File: src/snd_pkg.sv
// audio types shared by the voices and the mixer
package snd_pkg;

    // signed 16-bit audio sample, full scale both ways
    typedef logic signed [15:0] sample_t;

    // 4.4 fixed point gain, 8'h10 is unity
    typedef logic [7:0] gain_t;

    // width of the unsigned volume field in the tone voice
    typedef logic [7:0] volume_t;

    // unsigned pcm byte as stored in the sample ram
    typedef logic [7:0] pcm_byte_t;

    localparam gain_t TONE_GAIN_RST = 8'h10; // tone at unity
    localparam gain_t PCM_GAIN_RST  = 8'h08; // pcm at half

    // sample ram size in bytes
    localparam int PCM_RAM_SIZE = 1024;

    // left shifts that scale each voice up to 16 bits
    localparam int TONE_SHIFT = 7;
    localparam int PCM_SHIFT  = 8;

    // gain has 4 fractional bits
    localparam int GAIN_FRAC = 4;

endpackage

File: src/snd_mixer.sv
// two channel mixer with saturation
`timescale 1ns/1ps

module snd_mixer (
    input  logic                clk,
    input  logic                reset,
    input  logic                sample_cen,
    input  snd_pkg::sample_t    tone,
    input  snd_pkg::gain_t      tone_gain,
    input  snd_pkg::sample_t    pcm,
    input  snd_pkg::gain_t      pcm_gain,
    output snd_pkg::sample_t    snd,
    output logic                sample,
    output logic                peak
);

    logic               cen_d;     // voices valid this cycle

    // 16 bit sample times 9 bit signed gain
    logic signed [24:0] tone_prod;
    logic signed [24:0] pcm_prod;
    logic signed [25:0] mix_sum;   // one bit of headroom for the add
    logic signed [25:0] mix_shr;   // back to integer scale
    logic               ovf;
    snd_pkg::sample_t   mix_sat;

    assign tone_prod = tone * $signed({1'b0, tone_gain});
    assign pcm_prod  = pcm * $signed({1'b0, pcm_gain});
    assign mix_sum   = tone_prod + pcm_prod;
    assign mix_shr   = mix_sum >>> snd_pkg::GAIN_FRAC;

    // fits in 16 bits only if bits 25:15 agree
    assign ovf = !((&mix_shr[25:15]) || (~|mix_shr[25:15]));

    always_comb begin
        if (!ovf) begin
            mix_sat = mix_shr[15:0];
        end else if (mix_shr[25]) begin
            mix_sat = 16'sh8000; // clamp low
        end else begin
            mix_sat = 16'sh7fff; // clamp high
        end
    end

    always_ff @(posedge clk) begin
        if (reset) begin
            cen_d  <= 1'b0;
            snd    <= '0;
            sample <= 1'b0;
            peak   <= 1'b0;
        end else begin
            cen_d  <= sample_cen;
            sample <= cen_d; // two cycles after the tick
            if (cen_d) begin
                snd  <= mix_sat;
                peak <= ovf; // held until the next sample
            end
        end
    end

endmodule

File: config.mk
export PLATFORM = sky130hd
export DESIGN_NAME = snd_mixer
export DESIGN_NICKNAME = d
export VERILOG_FILES = /design/src/snd_pkg.sv /design/src/snd_mixer.sv
export SDC_FILE = /design/constraint.sdc
export NUM_CORES = 1
export LEC_CHECK = 0
export BUFFER_PORTS_ARGS = -buffer_cell sky130_fd_sc_hd__buf_2
export CORE_MARGIN = 2
export CORE_UTILIZATION = 57
export CTS_CLUSTER_DIAMETER = 80
export DETAILED_ROUTE_END_ITERATION = 10
export GPL_TIMING_DRIVEN = 0
export PLACE_DENSITY = 0.76
export SLEW_MARGIN = 20
export SYNTH_ARGS = -nofsm -noshare
export SYNTH_HDL_FRONTEND = slang
export SYNTH_SLANG_ARGS = --single-unit
File: constraint.sdc
create_clock -name clk -period 10.7 [get_ports clk]
set_clock_uncertainty 0.05 [all_clocks]
set_input_delay 0 -clock clk [delete_from_list [all_inputs] [get_ports clk]]
set_output_delay 0 -clock clk [all_outputs]
set_load 0.005 [all_outputs]
==> impl_metrics.prom <==
# TYPE chip_impl_metric gauge
chip_impl_metric{name="n_antenna_cell",unit=""} 0
chip_impl_metric{name="synth_seq_area_share",unit=""} 0.0363
chip_impl_metric{name="clk_path_buf_depth",unit=""} 2
chip_impl_metric{name="syn-num-nets",unit=""} 1539
chip_impl_metric{name="period_minus_slack",unit="ns"} 6.76
chip_impl_metric{name="rows",unit=""} 49
chip_impl_metric{name="gp_congestion",unit=""} 0.992
chip_impl_metric{name="synth_seq_cells",unit=""} 19
chip_impl_metric{name="report.final.hold_viol_count",unit=""} 0
chip_impl_info{name="final_common_cell",value="sky130_fd_sc_hd__inv_1"} 1
chip_impl_metric{name="clk_pin_slew_worst_paths",unit="ns"} 0.05
chip_impl_metric{name="grt_remaining_overflow",unit=""} 0
chip_impl_metric{name="route.detailed.vias_per_inst",unit=""} 5.35
chip_impl_metric{name="syn_area_per_cell",unit="sq um"} 9.09
chip_impl_metric{name="cp_max_fo",unit=""} 10
chip_impl_metric{name="max_clock_freq",unit="MHz"} 148
chip_impl_metric{name="num-nets-final",unit=""} 1614
chip_impl_metric{name="largest_net_degree_at_the_start_of_global_routing",unit=""} 12
chip_impl_metric{name="grt_first_pass_wirelength",unit="microns"} 40200
chip_impl_metric{name="worst_case_reg_to_reg_path_depth",unit=""} 5
chip_impl_info{name="most-common-layout-cells",value="310 x sky130_fd_sc_hd__inv_1, 248 x sky130_fd_sc_hd__fa_1, 142 x sky130_fd_sc_hd__and2_1"} 1
chip_impl_metric{name="worst-endpoint-required",unit="ns"} 10.82
chip_impl_metric{name="die_h",unit="microns"} 140
chip_impl_metric{name="timing.slew.headroom",unit=""} 0.551
chip_impl_metric{name="io_pins",unit=""} 69
chip_impl_info{name="hold_path.class",value="register to register"} 1
chip_impl_metric{name="worstMarginPinSlew",unit="ns"} 0.673
chip_impl_metric{name="synth-async-reset-ratio",unit=""} 0
chip_impl_metric{name="coreArea",unit="sq um"} 18000
chip_impl_metric{name="synth_edf_count",unit=""} 0
chip_impl_metric{name="yosysWarnings",unit=""} 0
chip_impl_metric{name="flow.area_growth_from_synthesis",unit="%"} 6.98
chip_impl_info{name="setup.worst_path.start_class",value="input port"} 1
chip_impl_info{name="combinational_family_with_the_most_area_after_synthesis",value="adder cells"} 1
chip_impl_metric{name="grt_usage",unit=""} 0.259
chip_impl_info{name="cp-end-kind",value="register"} 1
chip_impl_metric{name="sinks_on_clock_net",unit=""} 19
chip_impl_metric{name="finalSetupViolations",unit=""} 0
chip_impl_metric{name="fraction_of_final_layout_cells_with_drive_strength_greater_than_1",unit=""} 0.0896
chip_impl_metric{name="max_cap_viol_count",unit=""} 0
chip_impl_metric{name="cts-htree-levels",unit=""} 1
chip_impl_metric{name="worst_ep_arrival_time",unit="ns"} 6.87
chip_impl_metric{name="io_buffer_count",unit=""} 67
chip_impl_info{name="rsz0062_at_grt",value="no"} 1
chip_impl_metric{name="synth_top_area_share",unit=""} 0.474
chip_impl_metric{name="detail-route-antenna-nets",unit=""} 0
chip_impl_info{name="root_buffer",value="sky130_fd_sc_hd__clkbuf_16"} 1
chip_impl_metric{name="tritoncts.num_buffers",unit=""} 3
chip_impl_metric{name="dieWidth",unit="microns"} 140
chip_impl_info{name="synth.area.top_cells",value="sky130_fd_sc_hd__fa_1 47%, sky130_fd_sc_hd__inv_1 11%, sky130_fd_sc_hd__ha_1 10%"} 1
chip_impl_metric{name="avgRoutedWirePerCell",unit="microns"} 16.2
chip_impl_metric{name="yosysUniqueCellTypes",unit=""} 56
chip_impl_metric{name="finalWirelength",unit="microns"} 23600
chip_impl_info{name="synth_flop_cell",value="sky130_fd_sc_hd__dfxtp_1"} 1
chip_impl_metric{name="cts-resized-gates",unit=""} 0
chip_impl_metric{name="final_core_util",unit=""} 0.622
chip_impl_metric{name="compound_gate_portion_of_the_synthesized_area",unit=""} 0.0661
chip_impl_metric{name="mappedNetlistArea",unit="sq um"} 10500
chip_impl_metric{name="final_max_slew_viol_count",unit=""} 0
chip_impl_metric{name="route.detailed.drc",unit=""} 0
chip_impl_info{name="netlist.top_cell.by_area",value="sky130_fd_sc_hd__fa_1"} 1
chip_impl_metric{name="dp_hpwl",unit="microns"} 20800
chip_impl_metric{name="initial_util",unit=""} 0.582
chip_impl_metric{name="route.vias.total",unit=""} 7788
chip_impl_info{name="run_status",value="complete, no violations"} 1
chip_impl_metric{name="clk-insertion-delay-late",unit="ns"} 0.25
chip_impl_metric{name="finalCritPeriodShare",unit=""} 0.631
chip_impl_metric{name="yosys.area_share.simple",unit=""} 0.168
chip_impl_metric{name="number_of_antenna_violations_at_the_first_check_in_global_routing",unit=""} 0
chip_impl_metric{name="synth_adder_area_share",unit=""} 0.577
chip_impl_metric{name="drt_iter0_drc",unit=""} 450
chip_impl_info{name="cts_tree",value="yes"} 1
chip_impl_info{name="path_class",value="input port to register"} 1
chip_impl_metric{name="worst_hold_path.num_cells",unit=""} 2
chip_impl_metric{name="design.die.area",unit="sq um"} 19500
chip_impl_metric{name="drt-pass1-iter-count",unit=""} 5
chip_impl_metric{name="synth_xor_xnor_area_share",unit=""} 0.0242
chip_impl_metric{name="synth.mux.area_fraction",unit=""} 0.00203
chip_impl_metric{name="post_cts_buffers",unit=""} 0
chip_impl_metric{name="totalNegativeSetupSlack",unit="ns"} 0
chip_impl_metric{name="grt_pass1_vias",unit=""} 8176
chip_impl_metric{name="synth_cells",unit=""} 1153
-- sequential cells by signal (all words and copies together), names as in the netlist --
signal	cells
cen_d	1
sample	1
snd	16
peak	1
-- layout make-up --
type,instances,area (sq um)
multi-input combinational,791,8780
fill,1594,6810
inverter,310,1160
sequential,19,380
timing repair buffer,70,365
tap,229,287
buffer,33,158
clock buffer,3,75.1
clock inverter,1,5.00
-- logic make-up (layout without fill, tap and decap cells) --
group | Yosys count | in the layout
buffers and inverters | 343 | 417
AND/OR/NAND/NOR | 338 | 338
adder cells (fa/ha/maj) | 335 | 335
AO/OA/AOI/OAI | 87 | 87
XOR/XNOR | 29 | 29
flip-flops | 19 | 19
multiplexers | 2 | 2
-- final timing paths --
kind / startpoint / endpoint / slack (ns)
worst min register to register: snd[1]$_SDFFE_PP0P_ / snd[1]$_SDFFE_PP0P_ / 0.44
worst max-delay path: pcm_gain[2] / snd[13]$_SDFFE_PP0P_ / 3.94
worst min-delay path: snd[1]$_SDFFE_PP0P_ / snd[1]$_SDFFE_PP0P_ / 0.44
worst max register to register: cen_d$_SDFF_PP0_ / snd[2]$_SDFFE_PP0P_ / 9.15
-- worst max-delay path: stages --
cell and delay, ns:
sky130_fd_sc_hd__buf_2 0.21, sky130_fd_sc_hd__clkbuf_1 0.46, sky130_fd_sc_hd__nand2_1 0.14, sky130_fd_sc_hd__fa_1 0.50
sky130_fd_sc_hd__inv_1 0.16, sky130_fd_sc_hd__fa_1 0.71, sky130_fd_sc_hd__inv_1 0.09, sky130_fd_sc_hd__fa_1 0.51
sky130_fd_sc_hd__inv_1 0.05, sky130_fd_sc_hd__fa_1 0.45, sky130_fd_sc_hd__fa_1 0.48, sky130_fd_sc_hd__inv_1 0.05
sky130_fd_sc_hd__fa_1 0.49, sky130_fd_sc_hd__inv_1 0.04, sky130_fd_sc_hd__ha_1 0.35, sky130_fd_sc_hd__and4_1 0.25
sky130_fd_sc_hd__and4_1 0.22, sky130_fd_sc_hd__a21oi_1 0.14, sky130_fd_sc_hd__nand3_1 0.10, sky130_fd_sc_hd__o21a_1 0.24
sky130_fd_sc_hd__nor4_2 0.27, sky130_fd_sc_hd__nand4_1 0.21, sky130_fd_sc_hd__a31o_2 0.36, sky130_fd_sc_hd__buf_6 0.17
sky130_fd_sc_hd__a311oi_2 0.19
-- synthesized netlist by cell type (2+ instances only) --
cell type,number
sky130_fd_sc_hd__a211oi_1,2
sky130_fd_sc_hd__a21boi_0,2
sky130_fd_sc_hd__a21o_1,4
sky130_fd_sc_hd__a21oi_1,24
sky130_fd_sc_hd__a21oi_2,3
sky130_fd_sc_hd__a311oi_1,4
sky130_fd_sc_hd__a311oi_2,12
sky130_fd_sc_hd__a31o_2,2
sky130_fd_sc_hd__a31oi_1,3
sky130_fd_sc_hd__and2_1,142
sky130_fd_sc_hd__and3_1,3
sky130_fd_sc_hd__and4_1,3
sky130_fd_sc_hd__buf_2,9
sky130_fd_sc_hd__clkbuf_1,21
sky130_fd_sc_hd__dfxtp_1,19
sky130_fd_sc_hd__fa_1,248
sky130_fd_sc_hd__ha_1,87
sky130_fd_sc_hd__inv_1,310
sky130_fd_sc_hd__nand2_1,134
sky130_fd_sc_hd__nand2b_1,2
sky130_fd_sc_hd__nand3_1,4
sky130_fd_sc_hd__nand4_1,5
sky130_fd_sc_hd__nand4b_1,2
sky130_fd_sc_hd__nor2_1,26
sky130_fd_sc_hd__nor2b_1,4
sky130_fd_sc_hd__nor3b_1,3
sky130_fd_sc_hd__o211ai_1,5
sky130_fd_sc_hd__o21a_1,4
sky130_fd_sc_hd__o21ai_0,7
sky130_fd_sc_hd__o21ai_1,3
sky130_fd_sc_hd__o21bai_1,3
sky130_fd_sc_hd__o31a_1,2
sky130_fd_sc_hd__xnor2_1,22
sky130_fd_sc_hd__xor2_1,7
-- layer usage --
metal	global-route usage	vias to the layer above	part of all wire
met5	0	-	0
met4	0.0600	0	0.024
met3	0.0186	37	0.042
met2	0.466	205	0.53
met1	0.345	3995	0.41
li1	-	3551	-
-- per-stage QoR --
step,hold WS [ns],area [sq um],worst slack [ns],instances
after floorplan,0.0216,10500,4.62,1153
after global placement,0.158,11100,3.86,1449
after detailed placement,0.168,11100,3.72,1449
after CTS,0.446,11200,3.99,1456
after global routing,0.473,11200,3.56,1456
final,0.440,11200,3.94,1456
-- what timing repair did --
| action | CTS | global route |
|---|---|---|
| hold buffers | 3 | 0 |
| setup endpoints to repair | 0 | 0 |
| hold endpoints to repair | 2 | 0 |
Power is not shown: default switching activity piles up to over one toggle a cycle in this logic, so the estimate is an artifact.
