<file path="src/snd_pkg.sv">
// audio types shared by the voices and the mixer
package snd_pkg;

    // signed 16-bit audio sample, full scale both ways
    typedef logic signed [15:0] sample_t;

    // 4.4 fixed point gain, 8'h10 is unity
    typedef logic [7:0] gain_t;

    // width of the unsigned volume field in the tone voice
    typedef logic [7:0] volume_t;

    // unsigned pcm byte as stored in the sample ram
    typedef logic [7:0] pcm_byte_t;

    localparam gain_t TONE_GAIN_RST = 8'h10; // tone at unity
    localparam gain_t PCM_GAIN_RST  = 8'h08; // pcm at half

    // sample ram size in bytes
    localparam int PCM_RAM_SIZE = 1024;

    // left shifts that scale each voice up to 16 bits
    localparam int TONE_SHIFT = 7;
    localparam int PCM_SHIFT  = 8;

    // gain has 4 fractional bits
    localparam int GAIN_FRAC = 4;

endpackage

</file>
<file path="src/cmd_pkg.sv">
// command word layout and opcodes
package cmd_pkg;

    typedef logic [15:0] cmd_word_t; // op in 15:12, arg in 11:0
    typedef logic [3:0]  cmd_op_t;
    typedef logic [11:0] cmd_arg_t;
    typedef logic [9:0]  pcm_addr_t; // 1k sample ram

    localparam cmd_op_t OP_TONE_PERIOD = 4'h1; // half period in ticks, 0 mutes
    localparam cmd_op_t OP_TONE_VOL    = 4'h2; // arg 7:0
    localparam cmd_op_t OP_TONE_GAIN   = 4'h3; // arg 7:0, 4.4
    localparam cmd_op_t OP_PCM_START   = 4'h4; // arg 9:0
    localparam cmd_op_t OP_PCM_LEN     = 4'h5; // arg 9:0, also starts playback
    localparam cmd_op_t OP_PCM_GAIN    = 4'h6; // arg 7:0, 4.4

    function automatic cmd_op_t cmd_op(input cmd_word_t w);
        return w[15:12];
    endfunction

    function automatic cmd_arg_t cmd_arg(input cmd_word_t w);
        return w[11:0];
    endfunction

    // tone voice owns three opcodes
    function automatic logic is_tone_op(input cmd_op_t op);
        return op == OP_TONE_PERIOD || op == OP_TONE_VOL || op == OP_TONE_GAIN;
    endfunction

    function automatic logic is_pcm_op(input cmd_op_t op);
        return op == OP_PCM_START || op == OP_PCM_LEN || op == OP_PCM_GAIN;
    endfunction

endpackage

</file>
<file path="src/voice_ctrl_if.sv">
// decoded command writes to the voices
`timescale 1ns/1ps

interface voice_ctrl_if;

    logic               tone_wr; // one cycle strobe
    logic               pcm_wr;  // one cycle strobe
    cmd_pkg::cmd_op_t   op;
    cmd_pkg::cmd_arg_t  arg;

    // queue side drives everything
    modport queue (
        output tone_wr,
        output pcm_wr,
        output op,
        output arg
    );

    // voices only listen, no back-pressure
    modport voice (
        input  tone_wr,
        input  pcm_wr,
        input  op,
        input  arg
    );

endinterface

</file>
<file path="src/snd_tone.sv">
// square wave tone voice
`timescale 1ns/1ps

module snd_tone (
    input  logic                clk,
    input  logic                reset,
    input  logic                sample_cen,
    voice_ctrl_if.voice         ctrl,
    output snd_pkg::sample_t    tone,
    output snd_pkg::gain_t      tone_gain
);

    cmd_pkg::cmd_arg_t  period;   // half period in ticks
    snd_pkg::volume_t   vol;
    cmd_pkg::cmd_arg_t  cnt;      // ticks into the half period
    cmd_pkg::cmd_arg_t  cnt_next;
    logic               pol_neg;  // 0 = positive half

    snd_pkg::sample_t   tone_mag;

    assign cnt_next = cnt + 1'b1;
    assign tone_mag = snd_pkg::sample_t'({1'b0, vol}) <<< snd_pkg::TONE_SHIFT;

    always_ff @(posedge clk) begin
        if (reset) begin
            period    <= '0;
            vol       <= '0;
            cnt       <= '0;
            pol_neg   <= 1'b0;
            tone      <= '0;
            tone_gain <= snd_pkg::TONE_GAIN_RST;
        end else begin
            if (sample_cen) begin
                if (period == '0) begin
                    tone <= '0; // muted
                end else begin
                    tone <= pol_neg ? -tone_mag : tone_mag; // current half
                    if (cnt_next == period) begin
                        cnt     <= '0;
                        pol_neg <= ~pol_neg;
                    end else begin
                        cnt <= cnt_next;
                    end
                end
            end
            // register writes win over the tick
            if (ctrl.tone_wr) begin
                case (ctrl.op)
                    cmd_pkg::OP_TONE_PERIOD: begin
                        period  <= ctrl.arg;
                        cnt     <= '0;
                        pol_neg <= 1'b0; // restart on positive half
                    end
                    cmd_pkg::OP_TONE_VOL:  vol       <= ctrl.arg[7:0];
                    cmd_pkg::OP_TONE_GAIN: tone_gain <= ctrl.arg[7:0];
                    default: ;
                endcase
            end
        end
    end

endmodule

</file>
<file path="src/flat_wrapper.sv">
// flat-port wrapper written by rule: the top's interface ports become plain ports
module snd_tone_flat 
  (clk, reset, sample_cen, tone, tone_gain, ctrl_tone_wr, ctrl_pcm_wr, ctrl_op, ctrl_arg);
  voice_ctrl_if ctrl_i ();
  input  logic clk;
  input  logic reset;
  input  logic sample_cen;
  output snd_pkg::sample_t tone;
  output snd_pkg::gain_t tone_gain;
  input wire logic [$bits(ctrl_i.tone_wr)-1:0] ctrl_tone_wr;
  input wire logic [$bits(ctrl_i.pcm_wr)-1:0] ctrl_pcm_wr;
  input wire logic [$bits(ctrl_i.op)-1:0] ctrl_op;
  input wire logic [$bits(ctrl_i.arg)-1:0] ctrl_arg;
  assign ctrl_i.tone_wr = ctrl_tone_wr;
  assign ctrl_i.pcm_wr = ctrl_pcm_wr;
  assign ctrl_i.op = ctrl_op;
  assign ctrl_i.arg = ctrl_arg;
  snd_tone u_core (.clk(clk), .reset(reset), .sample_cen(sample_cen), .ctrl(ctrl_i), .tone(tone), .tone_gain(tone_gain));
endmodule
</file>
<file path="config.mk">
export PLATFORM = sky130hd
export DESIGN_NAME = snd_tone_flat
export DESIGN_NICKNAME = d
export VERILOG_FILES = /design/src/snd_pkg.sv /design/src/cmd_pkg.sv /design/src/voice_ctrl_if.sv /design/src/snd_tone.sv /design/src/flat_wrapper.sv
export SDC_FILE = /design/constraint.sdc
export NUM_CORES = 1
export LEC_CHECK = 0
export BUFFER_PORTS_ARGS = -buffer_cell sky130_fd_sc_hd__buf_2
export CELL_PAD_IN_SITES_DETAIL_PLACEMENT = 0
export CELL_PAD_IN_SITES_GLOBAL_PLACEMENT = 1
export CORE_UTILIZATION = 38
export DETAILED_ROUTE_END_ITERATION = 12
export GPL_ROUTABILITY_DRIVEN = 0
export GPL_TIMING_DRIVEN = 0
export MAX_ROUTING_LAYER = met4
export PLACE_DENSITY_LB_ADDON = 0.1
export SLEW_MARGIN = 20
export SYNTH_ARGS = -nofsm -noshare
export SYNTH_HDL_FRONTEND = slang
export SYNTH_SLANG_ARGS = --single-unit
</file>
<file path="constraint.sdc">
create_clock -name clk -period 3.1 [get_ports clk]
set_input_delay 0.155 -clock clk [delete_from_list [all_inputs] [get_ports clk]]
set_output_delay 0.155 -clock clk [all_outputs]
set_load 0.1 [all_outputs]
</file>
==> flow_summary.yaml, run 1 <==
cells_and_area:
  finalNetCount: 357
  areaGrowthSynthToFinish_pct: 16.28
  final_design_area_no_fill_um2: 2940
  multi_input_area_um2: 1381
  antenna_cells_inserted: 0
  register_area_um2: 1001
  instances_no_fill: 412
  fillerInstances: 642
  final_layout_size_suffix_gt1_frac: 0.1881
clock_tree:
  tritoncts: "built"
  postCtsResizedCells: 0
  clock-sinks: 50
  cts_made_buffers: 5
  clock_tree.htree_level_count: 2
  cts.reportedPaths.clkPinSlew_ps: 90
  cts_hold_repair.buffers: 0
  post_cts_buffers: 0
  clock_latency_ps: 310
  cts.root.buffer_cell: "clkbuf_8"
  clockBufferDepth: 2
critical_path:
  timing.critical_path.fanout_max: 10
  arrival_ps: 2900
  classification_of_the_worst_setup_path: "reg -> reg"
  critPathCaptureType: "register"
  timing.critical_path.from_type: "register"
  worst_ep_required_ps: 3270
synthesis:
  synth_top_area_share: 0.3958
  synth_sequential_area_ratio: 0.3958
  yosys_warnings: 0
  synthesis.area_per_instance_um2: 8.873
  synth-main-ff-cell: "dfxtp_1"
  synth_cells: 285
  synth_top_area_cell: "dfxtp_1"
  synth-edff-count: 0
  synth.lib_cells_used.distinct: 48
  synth_seq_cells: 50
  synth.cell_area_um2: 2529
  ys_top_cells_by_area: "dfxtp_1 40%, mux2i_1 12%, nor2_1 7.3%, xnor2_1 6.2%, xor2_1 3.5%"
  async_reset_ff_frac: 0
global_route:
  vias_in_the_first_global_route: 1982
  globalRouteTotalUtil: 0.1802
  grt_antenna_before_repair: 0
  globalRoute.totalOverflow: 0
  grt_max_degree: 17
  global_route_wire_length_before_repair_mm: 9.722
timing:
  finalCriticalPeriod_ps: 2732
  share_of_the_clock_period_used_by_the_worst_path: 0.8812
  final-hold-violation-count: 0
  totalNegativeSetupSlack_ps: 0
  number_of_setup_violations_in_the_final_report: 0
  fin_skew_ps: 9.135
  maximum_clock_frequency_mhz: 366.1
  slew_headroom: 0.3999
  tightestPinTransition_ps: 896.8
  rsz0062_at_grt: "false"
  timing_max_transition_violations_final: 0
floorplan:
  fp.dieW_um: 83.58
  floorplan.rows: 29
  io_pins: 45
  fp.dieArea_um2: 6985
  initial_utilization: 0.3960
  core-area_um2: 6386
  die-height_um: 83.58
power:
  leakage_nw: 1.223
  vdd_ir_drop_max_mv: 0.2258
  finalPower_mw: 1.265
  cellPowerDensity_nw_per_um2: 430.2
worst_hold_path:
  type_of_the_worst_min_delay_path: "in -> reg"
routing:
  post_drt_via_cell_ratio: 4.932
  num_vias: 2032
  drt_drc_violations_left: 0
  postRouteAntennaNets: 0
  routed_wirelength_mm: 5.686
  dr.pass1.iters: 4
  routedWlPerCell_um: 13.80
  drt_first_iter_violations: 117
run:
  max_cap_violations: 0
placed_design:
  place_area_um2: 2828
  numPlacedInstances: 404
  dp_hpwl_mm: 4.294
  portBuffers: 36
status:
  outcome: "finished clean"
worst paths after layout:
| kind | end | slack, ps | cells after the start | startpoint |
|---|---|---|---|---|
| setup / recovery | u_core.cnt[2] | 370 | 8 | u_core.cnt[0] |
| setup reg to reg | u_core.cnt[2] | 370 | 8 | u_core.cnt[0] |
| hold reg to reg | u_core.tone_gain[4] | 470 | 1 | u_core.tone_gain[4] |
| hold / removal | u_core.period[11] | 80 | 3 | ctrl_arg[11] |
final cells by class:
type / instances / share of cell area
Tap cell: 77 / 0.03277
Clock buffer: 5 / 0.02340
Buffer: 23 / 0.04851
Sequential cell: 50 / 0.3404
Clock inverter: 3 / 0.01489
Timing Repair Buffer: 36 / 0.06128
Inverter: 7 / 0.008936
Multi-Input combinational cell: 211 / 0.4698
worst max-delay path, stage by stage (launching register included):
cell	delay [ps]
dfxtp_1	500
ha_1	280
nand3_1	200
or3_1	390
a21oi_1	230
nand3_1	100
nor4_1	470
buf_2	340
nor3_1	80
through the flow:
step,util,setup slack (ps),hold WS [ps]
floorplan,-,805.8,298.9
global placement,0.4428,308.6,389.7
detailed placement,0.4428,328.9,396.1
CTS,0.4604,322.7,78.01
global route,0.4604,77.01,76.80
finish,0.4604,368.2,83.10
power by group:
group	internal, mW	switching, mW
Combinational	0.0387	0.0969
Sequential	0.648	0.00780
Clock	0.242	0.231
layout by cell type (no fill, tap or decap), drive strengths merged, types with 2 or more instances in the layout:
cell type,n
nand3,6
inv,7
mux2i,30
nand2,17
and4,3
nor2,49
ha,2
clkinv,2
buf,51
dfxtp,50
nor4,3
clkbuf,13
o21ai,4
o31ai,5
or4,4
nand4,4
xor2,10
nor4b,2
nor3,16
conb,7
xnor2,18
or3,2
a22oi,9
cell families after synthesis:
kind of cell	synth area share
and+or+nand+nor	0.2172
DFF	0.3958
muxes	0.1232
AOI/OAI and AO/OA	0.08858
buffers and inverters	0.06679
xor gates and xnor gates	0.09698
adders and majority gates	0.009895
other	0.001483
layer usage:
layer  up-vias  wire length [um]  GRT usage
li1       1080                 -          -
met3         9               237    0.02868
met5         -                 0          -
met2        48              2292     0.2690
met1       895              3041     0.2492
met4         0               114    0.05855
state kept, by name, summed over array words and instances (netlist names):
signal            cells
u_core.cnt           12
u_core.period        12
u_core.pol_neg        1
u_core.tone           9
u_core.tone_gain      8
u_core.vol            8
synthesized netlist by cell type, types with 2 or more instances:
library cell / n
clkbuf_1: 8
buf_2: 3
buf_6: 2
nand2_1: 17
a22oi_1: 9
buf_4: 10
xor2_1: 10
nor3_1: 15
o21ai_0: 4
mux2i_1: 30
nand3_1: 6
and4_1: 2
nor4_1: 3
dfxtp_1: 50
or4_1: 4
inv_1: 6
nor2_1: 49
or3_1: 2
xnor2_1: 18
nand4_1: 3
o31ai_1: 5
ha_1: 2
nor4b_1: 2
(Power assumes the default switching activity.)
==> run 2, diff against run 1 <==
- HOLD_SLACK_MARGIN: unset -> 0.1
- SLEW_MARGIN: 20 -> 10
- TNS_END_PERCENT: unset -> 100
==> run 2 against run 1 <==
Compared with the run above:
- sequential share of layout area decreased by 0.46 points
- clock power is essentially flat
- highest routed layer unchanged
- first-iteration DRC count fell by 11%
- via count rose by 1.0%
- critical endpoint unchanged
- die area unchanged
- largest cell class unchanged
- register-to-register slack about the same
- utilization is 0.63 points higher
- worst setup slack got worse by 6.3 ps
- sequential cell count is the same
- wire length increased by 0.49%
- critical path depth did not move
==> flow_summary.yaml, run 2 (synthesis results as in run 1) <==
status:
  outcome: "finished clean"
power:
  p_int_uw: 932.4
  netSwitchingPower_uw: 334.2
  clk_pwr_share: 0.372
  vdd_ir_drop_max_mv: 0.2252
  pwr-share-seq: 0.518
  p_sw_frac: 0.2639
  leakage_nw: 1.239
  finalPower_mw: 1.267
  cellPowerDensity_nw_per_um2: 425.0
  pwr-share-comb: 0.110
timing:
  totalNegativeSetupSlack_ps: 0
  maximum_clock_frequency_mhz: 365.2
  number_of_setup_violations_in_the_final_report: 0
  final-hold-violation-count: 0
  rsz0062_at_grt: "false"
  final.setup.worst_slack_ps: 361.9
  timing_max_transition_violations_final: 0
  fin_skew_ps: 8.928
  share_of_the_clock_period_used_by_the_worst_path: 0.8833
  slew_headroom: 0.4022
  finalHoldWorstSlack_ps: 125.1
  tightestPinTransition_ps: 893.3
  finalCriticalPeriod_ps: 2738
critical_path:
  critical-path-max-stage-delay_ps: 500
  regToRegStartpoint: "u_core.cnt[0]"
  worst_path_max_delay_cell: "dfxtp_1"
  critPathCaptureType: "register"
  classification_of_the_worst_setup_path: "reg -> reg"
  worst_ep_required_ps: 3270
  timing.critical_path.from_type: "register"
  critPathLaunch: "u_core.cnt[0]"
  timing.critical_path.fanout_max: 10
  timing.critical_path.mode_cell: "nand3_1"
  timing.critical_path.cells: "ha_1, nand3_1, or3_1, a21oi_1, nand3_1, nor4_1, buf_2, nor3_1"
  arrival_ps: 2910
global_route:
  globalRoute.totalOverflow: 0
  grt_util_met2: 0.2698
  grt_antenna_before_repair: 0
  globalRouteTotalUtil: 0.1804
  global_route_wire_length_before_repair_mm: 9.735
  gr-usage-met1: 0.2492
  grt_max_degree: 17
  busiest_layer: "met2"
  grtUsageMet3: 0.02868
  vias_in_the_first_global_route: 1981
clock_tree:
  cts_made_buffers: 5
  cts.reportedPaths.clkPinSlew_ps: 100
  cts.root.buffer_cell: "clkbuf_8"
  clock-sinks: 50
  clock_tree.htree_level_count: 2
  postCtsResizedCells: 0
  tritoncts: "built"
  clock_latency_ps: 300
  clockBufferDepth: 2
floorplan:
  fp.dieArea_um2: 6985
  initial_utilization: 0.3960
  floorplan.rows: 29
  fp.dieW_um: 83.58
  die-height_um: 83.58
  io_pins: 45
  core-area_um2: 6386
cells_and_area:
  finalNetCount: 361
  antenna_cells_inserted: 0
  instances_no_fill: 416
  commonest_non_fill_non_tap_cell_in_the_layout: "dfxtp_1"
  multi_input_area_um2: 1381
  areaGrowthSynthToFinish_pct: 17.86
  final_design_area_no_fill_um2: 2980
  fillerInstances: 639
  reg_top3: "u_core.cnt (12), u_core.period (12), u_core.tone (9)"
  register_area_um2: 1001
  most-common-layout-cells: "50 x dfxtp_1, 49 x nor2_1, 39 x buf_2"
  fin_util: 0.4667
  final_layout_size_suffix_gt1_frac: 0.1858
placed_design:
  portBuffers: 36
  numPlacedInstances: 404
  dp_hpwl_mm: 4.294
  place_worst_setup_slack_ps: 328.9
  place_area_um2: 2828
routing:
  routed_wirelength_mm: 5.714
  drt_drc_violations_left: 0
  routedWlPerCell_um: 13.74
  num_vias: 2053
  drt_first_iter_violations: 104
  dr.pass1.iters: 4
  postRouteAntennaNets: 0
  post_drt_via_cell_ratio: 4.935
run:
  max_cap_violations: 0
worst_hold_path:
  type_of_the_worst_min_delay_path: "in -> reg"
  holdCritStartpoint: "ctrl_arg[0]"
-- run 2: cell count changes in the layout (fill, tap and decap cells not counted) --
| cell | before | now |
|---|---|---|
| dlygate4sd3_1 | 0 | 4 |
-- run 2: layer usage --
| metal | share of wire | wire, um | up-vias |
|---|---|---|---|
| met1 | 0.54 | 3058 | 910 |
| met5 | 0 | 0 | - |
| li1 | - | - | 1088 |
| met2 | 0.40 | 2309 | 46 |
| met4 | 0.020 | 114 | 0 |
| met3 | 0.041 | 232 | 9 |
-- run 2: layout make-up --
cell class | count | share of cell area
Inverter | 7 | 0.008816
Clock buffer | 5 | 0.02309
Timing Repair Buffer | 40 | 0.07389
Tap cell | 77 | 0.03233
Multi-Input combinational cell | 211 | 0.4635
Sequential cell | 50 | 0.3359
Buffer | 23 | 0.04786
Clock inverter | 3 | 0.01469
-- run 2: what timing repair did --
item,CTS,global route
buffers inserted,0,0
hold buffers,4,0
hold endpoints to repair,4,0
-- run 2: power groups by stage --
stage / Sequential, mW / Clock, mW / Combinational [mW]
2_1_floorplan: 0.680 / 0 / 0.0914
3_3_place_gp: 0.671 / 0 / 0.136
3_5_place_dp: 0.671 / 0 / 0.136
4_1_cts: 0.656 / 0.489 / 0.140
5_1_grt: 0.657 / 0.513 / 0.151
6_report: 0.656 / 0.471 / 0.140
-- run 2: path summary, 6_finish.rpt --
kind	endpoint	cells after the start	slack (ps)
worst max-delay path	u_core.cnt[2]	8	360
worst min-delay path	u_core.period[0]	3	130
worst max register to register	u_core.cnt[2]	8	360
worst min register to register	u_core.tone_gain[4]	1	470
-- run 2: worst max-delay path: cells and delay by family (launching register included) --
kind | cells | cell delay (ps)
AOI/OAI and AO/OA | 1 | 230
adders and majority gates | 1 | 280
DFF | 1 | 500
and+or+nand+nor | 5 | 1240
buffers and inverters | 1 | 340
