--- config.mk ---
export PLATFORM = sky130hd
export DESIGN_NAME = snd_cmd_queue_flat
export DESIGN_NICKNAME = d
export VERILOG_FILES = /design/src/cmd_pkg.sv /design/src/voice_ctrl_if.sv /design/src/snd_cmd_queue.sv /design/src/flat_wrapper.sv
export SDC_FILE = /design/constraint.sdc
export NUM_CORES = 1
export LEC_CHECK = 0
export BUFFER_PORTS_ARGS = -buffer_cell sky130_fd_sc_hd__buf_4
export CELL_PAD_IN_SITES_DETAIL_PLACEMENT = 1
export CELL_PAD_IN_SITES_GLOBAL_PLACEMENT = 1
export CORE_AREA = 2 2 78 80
export CTS_CLUSTER_DIAMETER = 40
export DETAILED_ROUTE_END_ITERATION = 10
export DIE_AREA = 0 0 80 82
export PLACE_DENSITY = 0.89
export SLEW_MARGIN = 20
export SYNTH_ARGS = -nofsm -noshare
export SYNTH_HDL_FRONTEND = slang
export SYNTH_SLANG_ARGS = --single-unit
--- constraint.sdc ---
create_clock -name clk -period 4.22 [get_ports clk]
set_input_delay 0.844 -clock clk [delete_from_list [all_inputs] [get_ports clk]]
set_output_delay 0.844 -clock clk [all_outputs]
set_load 0.1 [all_outputs]
--- src/cmd_pkg.sv ---
// command word layout and opcodes
package cmd_pkg;

    typedef logic [15:0] cmd_word_t; // op in 15:12, arg in 11:0
    typedef logic [3:0]  cmd_op_t;
    typedef logic [11:0] cmd_arg_t;
    typedef logic [9:0]  pcm_addr_t; // 1k sample ram

    localparam cmd_op_t OP_TONE_PERIOD = 4'h1; // half period in ticks, 0 mutes
    localparam cmd_op_t OP_TONE_VOL    = 4'h2; // arg 7:0
    localparam cmd_op_t OP_TONE_GAIN   = 4'h3; // arg 7:0, 4.4
    localparam cmd_op_t OP_PCM_START   = 4'h4; // arg 9:0
    localparam cmd_op_t OP_PCM_LEN     = 4'h5; // arg 9:0, also starts playback
    localparam cmd_op_t OP_PCM_GAIN    = 4'h6; // arg 7:0, 4.4

    function automatic cmd_op_t cmd_op(input cmd_word_t w);
        return w[15:12];
    endfunction

    function automatic cmd_arg_t cmd_arg(input cmd_word_t w);
        return w[11:0];
    endfunction

    // tone voice owns three opcodes
    function automatic logic is_tone_op(input cmd_op_t op);
        return op == OP_TONE_PERIOD || op == OP_TONE_VOL || op == OP_TONE_GAIN;
    endfunction

    function automatic logic is_pcm_op(input cmd_op_t op);
        return op == OP_PCM_START || op == OP_PCM_LEN || op == OP_PCM_GAIN;
    endfunction

endpackage

--- src/voice_ctrl_if.sv ---
// decoded command writes to the voices
`timescale 1ns/1ps

interface voice_ctrl_if;

    logic               tone_wr; // one cycle strobe
    logic               pcm_wr;  // one cycle strobe
    cmd_pkg::cmd_op_t   op;
    cmd_pkg::cmd_arg_t  arg;

    // queue side drives everything
    modport queue (
        output tone_wr,
        output pcm_wr,
        output op,
        output arg
    );

    // voices only listen, no back-pressure
    modport voice (
        input  tone_wr,
        input  pcm_wr,
        input  op,
        input  arg
    );

endinterface

--- src/snd_cmd_queue.sv ---
// command queue with credit return
`timescale 1ns/1ps

module snd_cmd_queue #(
    parameter int QUEUE_DEPTH = 4
) (
    input  logic                clk,
    input  logic                reset,
    input  logic                cmd_valid,
    input  cmd_pkg::cmd_word_t  cmd_data,
    output logic                cmd_credit,
    voice_ctrl_if.queue         ctrl
);

    localparam int PW = (QUEUE_DEPTH > 1) ? $clog2(QUEUE_DEPTH) : 1;
    localparam int CW = $clog2(QUEUE_DEPTH + 1);

    cmd_pkg::cmd_word_t mem [QUEUE_DEPTH]; // payload only

    logic [PW-1:0] wr_ptr;
    logic [PW-1:0] rd_ptr;
    logic [CW-1:0] count;

    logic full;
    logic empty;
    logic push;
    logic pop;

    cmd_pkg::cmd_word_t head;
    cmd_pkg::cmd_op_t   head_op;

    assign full  = count == CW'(QUEUE_DEPTH);
    assign empty = count == '0;

    // host spends credits, so full never sees cmd_valid
    assign push = cmd_valid && !full;
    assign pop  = !empty; // drain one per cycle

    assign head    = mem[rd_ptr];
    assign head_op = cmd_pkg::cmd_op(head);

    // dispatch straight from the head entry
    assign ctrl.op      = head_op;
    assign ctrl.arg     = cmd_pkg::cmd_arg(head);
    assign ctrl.tone_wr = pop && cmd_pkg::is_tone_op(head_op);
    assign ctrl.pcm_wr  = pop && cmd_pkg::is_pcm_op(head_op);

    // unknown ops pop too, so every pop frees a credit
    assign cmd_credit = pop;

    always_ff @(posedge clk) begin
        if (push) begin
            mem[wr_ptr] <= cmd_data;
        end
    end

    always_ff @(posedge clk) begin
        if (reset) begin
            wr_ptr <= '0;
            rd_ptr <= '0;
            count  <= '0;
        end else begin
            if (push) begin
                // explicit wrap, depth need not be a power of two
                wr_ptr <= (wr_ptr == PW'(QUEUE_DEPTH - 1)) ? '0 : wr_ptr + 1'b1;
            end
            if (pop) begin
                rd_ptr <= (rd_ptr == PW'(QUEUE_DEPTH - 1)) ? '0 : rd_ptr + 1'b1;
            end
            case ({push, pop})
                2'b10:   count <= count + 1'b1;
                2'b01:   count <= count - 1'b1;
                default: count <= count; // both or none
            endcase
        end
    end

endmodule

--- src/flat_wrapper.sv ---
// flat-port wrapper written by rule: the top's interface ports become plain ports
module snd_cmd_queue_flat 
#(
    parameter int QUEUE_DEPTH = 4
)
  (clk, reset, cmd_valid, cmd_data, cmd_credit, ctrl_tone_wr, ctrl_pcm_wr, ctrl_op, ctrl_arg);
  voice_ctrl_if ctrl_i ();
  input  logic clk;
  input  logic reset;
  input  logic cmd_valid;
  input  cmd_pkg::cmd_word_t cmd_data;
  output logic cmd_credit;
  output wire logic [$bits(ctrl_i.tone_wr)-1:0] ctrl_tone_wr;
  output wire logic [$bits(ctrl_i.pcm_wr)-1:0] ctrl_pcm_wr;
  output wire logic [$bits(ctrl_i.op)-1:0] ctrl_op;
  output wire logic [$bits(ctrl_i.arg)-1:0] ctrl_arg;
  assign ctrl_tone_wr = ctrl_i.tone_wr;
  assign ctrl_pcm_wr = ctrl_i.pcm_wr;
  assign ctrl_op = ctrl_i.op;
  assign ctrl_arg = ctrl_i.arg;
  snd_cmd_queue #(.QUEUE_DEPTH(QUEUE_DEPTH)) u_core (.clk(clk), .reset(reset), .cmd_valid(cmd_valid), .cmd_data(cmd_data), .cmd_credit(cmd_credit), .ctrl(ctrl_i));
endmodule
==> results of run 1 <==
-- area by class of cell --
class	instances	area share, %
Clock inverter	6	3.09
Multi-Input combinational cell	67	20.5
Clock buffer	10	3.71
Timing Repair Buffer	38	8.28
Tap cell	75	2.72
Sequential cell	73	61.1
Inverter	6	0.654
-- final timing paths --
check,to,cells after the start
setup / recovery,ctrl_tone_wr,5
hold / removal,flip-flop,2
setup reg to reg,u_core.count[1]$_SDFFE_PP0P_,7
hold reg to reg,flip-flop,2
-- cells in the mapped netlist (2+ instances only) --
library cell                n  area share [%]
sky130_fd_sc_hd__nor3b_1    2            0.52
sky130_fd_sc_hd__o21ai_1    3            0.52
sky130_fd_sc_hd__nand4b_1   2            0.61
sky130_fd_sc_hd__ha_1       5             2.2
sky130_fd_sc_hd__or4_1      2            0.52
sky130_fd_sc_hd__inv_1      3            0.39
sky130_fd_sc_hd__clkbuf_1   2            0.26
sky130_fd_sc_hd__a21oi_1    8             1.4
sky130_fd_sc_hd__o21ai_0    2            0.35
sky130_fd_sc_hd__dfxtp_1    9             6.3
sky130_fd_sc_hd__mux4_2    14              11
sky130_fd_sc_hd__and3_1     4            0.87
sky130_fd_sc_hd__o211ai_1   2            0.52
sky130_fd_sc_hd__nand2_1    4            0.52
sky130_fd_sc_hd__mux2i_1    4             1.4
sky130_fd_sc_hd__buf_2      3            0.52
sky130_fd_sc_hd__inv_2      2            0.26
sky130_fd_sc_hd__edfxtp_1  64              67
sky130_fd_sc_hd__nor2_1     4            0.52
-- state kept, by name, summed over array words and instances (netlist names), named ones only --
name	cells
u_core.wr_ptr	2
u_core.count	3
u_core.mem	64
u_core.rd_ptr	2
-- critical path, stage by stage, from the launching register on --
cell and delay, ns:
sky130_fd_sc_hd__dfxtp_1 0.64, sky130_fd_sc_hd__buf_4 0.31, sky130_fd_sc_hd__mux2i_1 0.31, sky130_fd_sc_hd__or4b_1 0.47, sky130_fd_sc_hd__a21oi_1 0.17, sky130_fd_sc_hd__buf_4 0.31
-- kinds of logic after synthesis --
kind of cell	Yosys count	synth area share [%]
flops	73	73.2
mux	19	12.9
simple gates	24	5.18
fa+ha+maj	6	2.88
buf+inv	13	2.22
compound gates	18	3.62
-- metal layers --
layer / track usage [%] / up-vias
li1: - / 695
met5: 0 / -
met1: 20.6 / 769
met2: 30.3 / 37
met3: 4.62 / 19
met4: 12.9 / 0
-- metrics by stage --
step	cells	setup slack, ns
after floorplan	153	0.547
after global placement	259	1.11
after detailed placement	259	1.21
after CTS	275	0.822
after global routing	275	0.739
final	275	0.844
==> results.yml, run 1 <==
timing:
  timing.setup.tns_ns: 0
  post-route-period-util_pct: 80.0
  final.hold.worst_slack_ns: 0.501
  final-hold-violation-count: 0
  finalSetupViolCount: 0
  final.setup_skew_ns: 0.00930
  rsz0062_at_grt: "no"
  highest_clock_frequency_the_design_can_meet_mhz: 296
  timing_worst_slew_pin_value_ns: 0.880
  fin_crit_ns: 3.38
  slew_violations: 0
  slew_headroom_pct: 41.3
grt:
  grt_pass1_vias: 1645
  number_of_antenna_violations_at_the_first_check_in_global_routing: 0
  globalRouteTotalUtil_pct: 18.2
  overflow: 0
  grt_start_max_net_pins: 22
  grt_first_pass_wirelength_mm: 8.28
synthesis:
  netlist_area_um2: 2870
  yosys_warnings: 0
  synth_edf_count: 64
  postSynthNetCount: 178
  synth-seq-cells: 73
  ys_async_rst_share_pct: 0
  ys_seq_area_share_pct: 73.2
  post_syn_area_per_cell_um2: 18.8
  syn-instance-count: 153
  yosys.cell_types.count: 33
  top_reg_cell_synth: "sky130_fd_sc_hd__edfxtp_1"
clocking:
  ctsHoldBuffers: 0
  cts_root_buffer: "sky130_fd_sc_hd__clkbuf_8"
  cts-resized-gates: 0
  cts.htree.levels: 3
  clock_path_buffers: 2
  clock_latency_ns: 0.34
  postCtsSetupBuffers: 0
  cts.reportedPaths.clkPinSlew_ns: 0.07
  tritoncts.num_buffers: 9
  cts_tree: "built"
  cts_num_sinks: 73
outcome:
  result_of_the_run: "completed"
detailed_routing:
  drt-total-wl_mm: 5.43
  via_density: 5.53
  avgRoutedWirePerCell_um: 19.7
  wirelength_met1_mm: 2.15
  drt-initial-drc-count: 98
  topRoutingLayerUsed: "met4"
  routed-via-count: 1520
  final_antenna_net_count: 0
  dr.pass1.iters: 4
  drt_drc_violations_left: 0
  wl_met2_mm: 2.83
  met3WireLength_um: 223
floorplanning:
  pin_count: 38
  start_util_pct: 50.0
  chipHeight_um: 82
  coreArea_um2: 5750
  total_die_area_um2: 6560
  floorplan.die.width_um: 80
  placement_rows: 28
cells_and_area:
  n_antenna_cell: 0
  mostFrequentLayoutCell: "sky130_fd_sc_hd__edfxtp_1"
  stdcell_area_um2: 3440
  fillerInstances: 534
  layout_common_cells: "sky130_fd_sc_hd__edfxtp_1, sky130_fd_sc_hd__buf_4, sky130_fd_sc_hd__mux4_2, sky130_fd_sc_hd__clkbuf_8"
  post_route_cells_drive_above_1_share_pct: 35.5
  postLayoutCoreUtil_pct: 60.0
  fin_nets: 220
  area_used_by_multi_input_combinational_logic_um2: 706
  area_of_all_sequential_standard_cells_um2: 2100
  area.growth.synth_to_final_pct: 20.0
worst_setup_path:
  arrival_ns: 2.53
  critical_path.startpoint_type: "flip-flop"
  worstSetupEndpointType: "output port"
  rr_startpoint: "u_core.count[0]$_SDFFE_PP0P_"
  worst_path_required_ns: 3.38
  setup.reg_to_reg.worst_slack_ns: 2.24
  cp_max_fo: 10
  criticalPathCategory: "reg2out"
placed_design:
  finalWeightedCongestion: 0.701
  port-buffer-count: 37
  placed_area_um2: 3210
  hpwl_mm: 3.69
worst_hold_path:
  worst_hold_startpoint: "u_core.rd_ptr[0]$_SDFFE_PP0N_"
  hold_path.class: "reg2reg"
job:
  max-cap-violations: 0
Power of run 1 is not shown: default switching activity piles up to over one toggle a cycle in this logic, so the estimate is an artifact.
==> inputs of run 2 (changes only) <==
--- a/config.mk
+++ b/config.mk
@@ -5,14 +5,15 @@
 export SDC_FILE = /design/constraint.sdc
 export NUM_CORES = 1
 export LEC_CHECK = 0
+export ABC_AREA = 1
 export BUFFER_PORTS_ARGS = -buffer_cell sky130_fd_sc_hd__buf_4
 export CELL_PAD_IN_SITES_DETAIL_PLACEMENT = 1
 export CELL_PAD_IN_SITES_GLOBAL_PLACEMENT = 1
-export CORE_AREA = 2 2 78 80
+export CORE_AREA = 2 2 83 85
 export CTS_CLUSTER_DIAMETER = 40
 export DETAILED_ROUTE_END_ITERATION = 10
-export DIE_AREA = 0 0 80 82
-export PLACE_DENSITY = 0.89
+export DIE_AREA = 0 0 85 87
+export PLACE_DENSITY = 0.86
 export SLEW_MARGIN = 20
 export SYNTH_ARGS = -nofsm -noshare
 export SYNTH_HDL_FRONTEND = slang
==> constraint.sdc (replaced) <==
create_clock -name clk -period 3.45 [get_ports clk]
set_input_delay 0.69 -clock clk [delete_from_list [all_inputs] [get_ports clk]]
set_output_delay 0.69 -clock clk [all_outputs]
set_load 0.1 [all_outputs]
==> run 2 against run 1 <==
Global-route usage is 0.64 points higher. Via count increased by 29%. Area after synthesis rose by 2.3%. Die area grew 13%. Cell count grew 35%. Routed wire length grew 22%. Critical path depth rose by 3. Clock skew fell by 0.0020 ns. Sequential share of layout area down 0.63 points. Critical endpoint is now ctrl_pcm_wr.
==> results.yml, run 2 <==
timing:
  slew_headroom_pct: 61.2
  highest_clock_frequency_the_design_can_meet_mhz: 374
  timing.setup.tns_ns: 0
  final.setup_skew_ns: 0.00735
  rsz0062_at_grt: "no"
  fin_crit_ns: 2.67
  final-hold-violation-count: 0
  slew_violations: 0
  finalSetupViolCount: 0
  timing_worst_slew_pin_value_ns: 0.580
  post-route-period-util_pct: 77.5
clocking:
  tritoncts.num_buffers: 9
  postCtsSetupBuffers: 0
  cts_root_buffer: "sky130_fd_sc_hd__clkbuf_8"
  cts-resized-gates: 0
  cts.htree.levels: 3
  cts_num_sinks: 73
  cts.reportedPaths.clkPinSlew_ns: 0.07
  cts_tree: "built"
  clock_latency_ns: 0.33
  ctsHoldBuffers: 0
  clock_path_buffers: 2
floorplanning:
  coreArea_um2: 6570
  floorplan.die.width_um: 85
  chipHeight_um: 87
  pin_count: 38
  start_util_pct: 44.7
  total_die_area_um2: 7400
  placement_rows: 30
cells_and_area:
  area.growth.synth_to_final_pct: 18.4
  largest_reg_flops: 64
  post_route_cells_drive_above_1_share_pct: 22.7
  layout_common_cells: "sky130_fd_sc_hd__edfxtp_1, sky130_fd_sc_hd__buf_4, sky130_fd_sc_hd__nor2_1, sky130_fd_sc_hd__nand2_1, sky130_fd_sc_hd__o21ai_0"
  mostFrequentLayoutCell: "sky130_fd_sc_hd__edfxtp_1"
  fin_nets: 311
  fillerInstances: 690
  n_antenna_cell: 0
  max_flop_register: "u_core.mem"
  top_regs: "u_core.mem: 64 flops, u_core.count: 3 flops"
  finalNonFillerCells: 371
synthesis:
  syn-instance-count: 241
  synth.top_cells.by_count: "sky130_fd_sc_hd__edfxtp_1, sky130_fd_sc_hd__nor2_1, sky130_fd_sc_hd__nand2_1, sky130_fd_sc_hd__o21ai_0"
  ys_async_rst_share_pct: 0
  post-synth-top-area-fraction_pct: 65.4
  synth_most_common_cell: "sky130_fd_sc_hd__edfxtp_1"
  yosys.area.top_type: "sky130_fd_sc_hd__edfxtp_1"
  netlist_area_um2: 2940
  postSynthNetCount: 266
  top_reg_cell_synth: "sky130_fd_sc_hd__edfxtp_1"
  yosys_warnings: 0
  synth.top_cells.by_area: "sky130_fd_sc_hd__edfxtp_1, sky130_fd_sc_hd__dfxtp_1, sky130_fd_sc_hd__nor2_1"
  synth-seq-cells: 73
  ys_seq_area_share_pct: 71.6
  post_syn_area_per_cell_um2: 12.2
  yosys.cell_types.count: 22
  synth_edf_count: 64
placed_design:
  port-buffer-count: 37
  hpwl_mm: 4.51
  finalWeightedCongestion: 0.789
  placedCellCount: 355
grt:
  grt_pass1_vias: 2061
  overflow: 0
  grt_first_pass_wirelength_mm: 10.4
  grt_start_max_net_pins: 33
  globalRouteTotalUtil_pct: 18.8
  number_of_antenna_violations_at_the_first_check_in_global_routing: 0
detailed_routing:
  drt-total-wl_mm: 6.64
  dr.pass1.iters: 4
  drt_drc_violations_left: 0
  drt-initial-drc-count: 150
  avgRoutedWirePerCell_um: 17.9
  routed-via-count: 1957
  final_antenna_net_count: 0
  via_density: 5.27
worst_setup_path:
  criticalPathCategory: "reg2out"
  crit_family: "buffers and inverters"
  timing.critical_path.slowest_stage_cell: "sky130_fd_sc_hd__inv_2"
  critical_path_cell_count: 8
  arrival_ns: 1.98
  rr_startpoint: "u_core.count[1]$_SDFFE_PP0P_"
  crit_path_end: "ctrl_pcm_wr"
  crit_top_cell: "sky130_fd_sc_hd__nand2_1"
  reg2reg_depth: 5
  rr_endpoint: "u_core.mem[2][3]$_DFFE_PP_"
  setup.reg_to_reg.worst_slack_ns: 1.63
  timing.critical_path.cells: "inv_2 > nand2_1 > nand2_1 > nand2_1 > nand2_1 > nand3_1 > nor2_1 > buf_4"
  cpPeakStageDelay_ns: 0.42
  cp_max_fo: 32
  worst_path_required_ns: 2.76
  critPathBufInv: 2
  critical_path.startpoint_type: "flip-flop"
  worstSetupEndpointType: "output port"
job:
  max-cap-violations: 0
outcome:
  result_of_the_run: "completed"
worst_hold_path:
  hold_path.class: "reg2reg"
==> run 2: cell families (layout without fill, tap and decap cells) <==
family / count (synthesis) / in the layout / share of synthesized area, %
flip-flops: 73 / 73 / 71.6
AND/OR/NAND/NOR: 91 / 91 / 13.1
buffers and inverters: 26 / 76 / 4.22
adder cells (fa/ha/maj): 6 / 6 / 2.81
AO/OA/AOI/OAI: 45 / 45 / 8.27
==> run 2: routing by layer <==
layer  GRT usage [%]  up-vias  share of wire (%)
met1            22.7      968                 42
met4            8.80        0                2.2
met3            2.65       15                2.6
met2            33.5       39                 53
li1                -      935                  -
met5               0        -                  0
==> run 2: cell type report <==
cell class / instances / area (um2) / area share (%)
Inverter: 17 / 63.8 / 1.83
Sequential cell: 73 / 2100 / 60.4
Clock buffer: 12 / 135 / 3.88
Clock inverter: 4 / 43.8 / 1.26
Tap cell: 80 / 100 / 2.88
Timing Repair Buffer: 43 / 323 / 9.28
Multi-Input combinational cell: 142 / 711 / 20.4
==> run 2: worst min-delay path by stage <==
stage                                             start                            end  slack (ns)  cells after the start
after global routing                       cmd_data[14]    u_core.mem[1][14]$_DFFE_PP_        0.55                      1
after detailed placement  u_core.rd_ptr[1]$_SDFFE_PP0N_  u_core.rd_ptr[1]$_SDFFE_PP0N_        0.53                      2
after CTS                                  cmd_data[14]    u_core.mem[0][14]$_DFFE_PP_        0.55                      1
after global placement    u_core.rd_ptr[1]$_SDFFE_PP0N_  u_core.rd_ptr[1]$_SDFFE_PP0N_        0.50                      2
final                     u_core.rd_ptr[1]$_SDFFE_PP0N_  u_core.rd_ptr[1]$_SDFFE_PP0N_        0.55                      2
after floorplan           u_core.rd_ptr[1]$_SDFFE_PP0N_                      flip-flop        0.47                      2
==> run 2: worst reg2reg max path, delay by kind of cell, from the launching register on <==
kind / cells / cell delay, ns
buffers and inverters: 1 / 0.33
flip-flops: 1 / 0.38
AND/OR/NAND/NOR: 4 / 0.80
==> run 2: metrics by stage <==
step           hold WS (ns)  util, %  area (um2)  setup WS (ns)
2_1_floorplan         0.471        -        2940         0.0878
3_5_place_dp          0.532     50.2        3300           1.16
3_3_place_gp          0.501     50.2        3300           1.30
4_1_cts               0.545     53.0        3480          0.757
5_1_grt               0.549     53.0        3480          0.614
6_report              0.547     53.0        3480          0.777
Power of run 2 is left out for the same reason.
==> inputs of run 3 (changes only) <==
--- a/config.mk
+++ b/config.mk
@@ -5,15 +5,15 @@
 export SDC_FILE = /design/constraint.sdc
 export NUM_CORES = 1
 export LEC_CHECK = 0
-export ABC_AREA = 1
+export ABC_AREA = 0
 export BUFFER_PORTS_ARGS = -buffer_cell sky130_fd_sc_hd__buf_4
 export CELL_PAD_IN_SITES_DETAIL_PLACEMENT = 1
 export CELL_PAD_IN_SITES_GLOBAL_PLACEMENT = 1
-export CORE_AREA = 2 2 83 85
+export CORE_AREA = 2 2 85 87
 export CTS_CLUSTER_DIAMETER = 40
 export DETAILED_ROUTE_END_ITERATION = 10
-export DIE_AREA = 0 0 85 87
-export PLACE_DENSITY = 0.86
+export DIE_AREA = 0 0 87 89
+export PLACE_DENSITY = 0.8
 export SLEW_MARGIN = 20
 export SYNTH_ARGS = -nofsm -noshare
 export SYNTH_HDL_FRONTEND = slang
==> constraint.sdc (replaced) <==
create_clock -name clk -period 2.3 [get_ports clk]
set_input_delay 0.46 -clock clk [delete_from_list [all_inputs] [get_ports clk]]
set_output_delay 0.46 -clock clk [all_outputs]
set_load 0.1 [all_outputs]
==> run 3 against run 2 <==
The flow now finishes with violations (setup timing). Non-clock buffer count grew 9. Setup slack lost 0.82 ns. Cell area grew 5.3%. Core utilization grew 1.6 points. Routed wire length shrank 15%. Via count shrank 19%. First-iteration DRC count shrank 51%. Critical path type unchanged.
==> results.yml, run 3 (synthesis gave the netlist of run 1 again) <==
worst_setup_path:
  timing.critical_path.cells: "mux2_4 > or4b_4 > a21oi_4 > buf_12"
  reg2reg_depth: 7
  arrival_ns: 1.89
  criticalPathCategory: "reg2out"
  cpPeakStageDelay_ns: 0.50
  timing.critical_path.slowest_stage_cell: "sky130_fd_sc_hd__or4b_4"
  cp_max_fo: 4
  critPathBufInv: 1
  worst_path_required_ns: 1.84
  critical_path_cell_count: 4
  critical_path.startpoint_type: "flip-flop"
  worstSetupEndpointType: "output port"
  crit_family: "simple AND/OR/NAND/NOR gates"
timing:
  final.setup_skew_ns: 0.00813
  post-route-worst-setup-slack_ns: -0.0474
  fin_crit_ns: 2.35
  final.hold.worst_slack_ns: 0.316
  highest_clock_frequency_the_design_can_meet_mhz: 426
  post-route-period-util_pct: 102
  finalSetupViolCount: 1
  rsz0062_at_grt: "yes"
  slew_headroom_pct: 38.2
  timing_worst_slew_pin_value_ns: 0.927
  slew_violations: 0
  timing.setup.tns_ns: -0.0474
  final-hold-violation-count: 0
grt:
  grt_start_max_net_pins: 17
  globalRouteTotalUtil_pct: 15.9
  number_of_antenna_violations_at_the_first_check_in_global_routing: 0
  grt_first_pass_wirelength_mm: 8.77
  grt_pass1_vias: 1677
  overflow: 0
clocking:
  cts_num_sinks: 73
  cts_tree: "built"
  cts_root_buffer: "sky130_fd_sc_hd__clkbuf_8"
  cts.reportedPaths.clkPinSlew_ns: 0.08
  clock_path_buffers: 2
  tritoncts.num_buffers: 9
  cts.htree.levels: 3
  clock_latency_ns: 0.34
placed_design:
  placed_area_um2: 3310
  port-buffer-count: 37
  placedCellCount: 272
  finalWeightedCongestion: 0.792
  hpwl_mm: 3.79
worst_hold_path:
  hold_path.class: "in2reg"
  hold-path-cell-count: 1
detailed_routing:
  avgRoutedWirePerCell_um: 19.3
  drt_drc_violations_left: 0
  final_antenna_net_count: 0
  wirelength_met1_mm: 2.51
  wl_met2_mm: 2.78
  topRoutingLayerUsed: "met4"
  via_density: 5.41
  dr.pass1.iters: 4
  drt-initial-drc-count: 74
  drt-total-wl_mm: 5.67
  routed-via-count: 1590
  met3WireLength_um: 280
pwr:
  swShare_pct: 43.1
  share_clk_of_total_power_pct: 22.4
  combinational_fraction_of_design_power_pct: 46.1
  p_leak_nw: 1.29
  peakVddDrop_mv: 0.771
  relative_contribution_of_sequential_cells_to_total_power_pct: 31.4
  power_per_cell_area_nw_per_um2: 1460
  p_switching_mw: 2.31
  internal_power_mw: 3.04
cells_and_area:
  finalNonFillerCells: 294
  area_used_by_multi_input_combinational_logic_um2: 754
  area_of_all_sequential_standard_cells_um2: 2110
  fin_nets: 234
  post_route_cells_drive_above_1_share_pct: 44.4
  n_antenna_cell: 0
  top_regs: "u_core.mem: 64 flops, u_core.count: 3 flops"
  postLayoutCoreUtil_pct: 54.5
  area.growth.synth_to_final_pct: 27.6
  max_flop_register: "u_core.mem"
  mostFrequentLayoutCell: "sky130_fd_sc_hd__edfxtp_1"
  largest_reg_flops: 64
  stdcell_area_um2: 3660
  fillerInstances: 622
  layout_common_cells: "sky130_fd_sc_hd__edfxtp_1, sky130_fd_sc_hd__buf_4, sky130_fd_sc_hd__mux4_2, sky130_fd_sc_hd__clkbuf_8, sky130_fd_sc_hd__a21oi_1"
floorplanning:
  total_die_area_um2: 7740
  start_util_pct: 42.7
  chipHeight_um: 89
  pin_count: 38
  floorplan.die.width_um: 87
  placement_rows: 30
  coreArea_um2: 6720
outcome:
  failing_checks: "setup timing"
  result_of_the_run: "finished, violations left"
job:
  max-cap-violations: 0
==> run 3: what timing repair did <==
item | in CTS | in global routing
hold buffers | 0 | 0
pin swaps | 1 | 1
setup buffers | 3 | 3
resized for setup | 15 | 2
setup endpoints to repair | 7 | 2
hold endpoints to repair | 0 | 0
==> run 3: power by group through the flow <==
| stage | Combinational, mW | Sequential (mW) | Clock (mW) |
|---|---|---|---|
| 3_3_place_gp | 2.33 | 1.69 | 0 |
| 2_1_floorplan | 1.91 | 1.65 | 0 |
| 4_1_cts | 2.46 | 1.68 | 1.22 |
| 6_report | 2.47 | 1.68 | 1.20 |
| 3_5_place_dp | 2.36 | 1.71 | 0 |
| 5_1_grt | 2.57 | 1.70 | 1.26 |
==> run 3: path summary, 6_finish.rpt <==
| path | to | slack, ns | startpoint |
|---|---|---|---|
| setup / recovery | ctrl_tone_wr | -0.05 | flip-flop |
| hold / removal | u_core.mem[1][15]$_DFFE_PP_ | 0.32 | cmd_data[15] |
| setup reg to reg | u_core.count[2]$_SDFFE_PP0P_ | 0.43 | u_core.count[2]$_SDFFE_PP0P_ |
| hold reg to reg | flip-flop | 0.47 | u_core.rd_ptr[1]$_SDFFE_PP0N_ |
==> run 3: layout make-up <==
class	count	share of cell area [%]
Sequential cell	73	57.6
Multi-Input combinational cell	67	20.6
Timing Repair Buffer	52	11.8
Clock buffer	9	3.38
Clock inverter	7	3.24
Tap cell	80	2.73
Inverter	6	0.683
==> run 3: layer usage <==
| layer | global-route usage (%) | vias to the layer above |
|---|---|---|
| met3 | 5.82 | 12 |
| met5 | 0 | - |
| met4 | 6.25 | 0 |
| met2 | 25.7 | 43 |
| met1 | 19.7 | 806 |
| li1 | - | 729 |
==> run 3: per-stage QoR <==
step	worst slack (ns)	power, mW
2_1_floorplan	-0.365	3.56
3_3_place_gp	0.215	4.02
3_5_place_dp	0.187	4.07
4_1_cts	-0.0747	5.35
5_1_grt	-0.105	5.54
6_report	-0.0474	5.35
(Power assumes the default switching activity.)
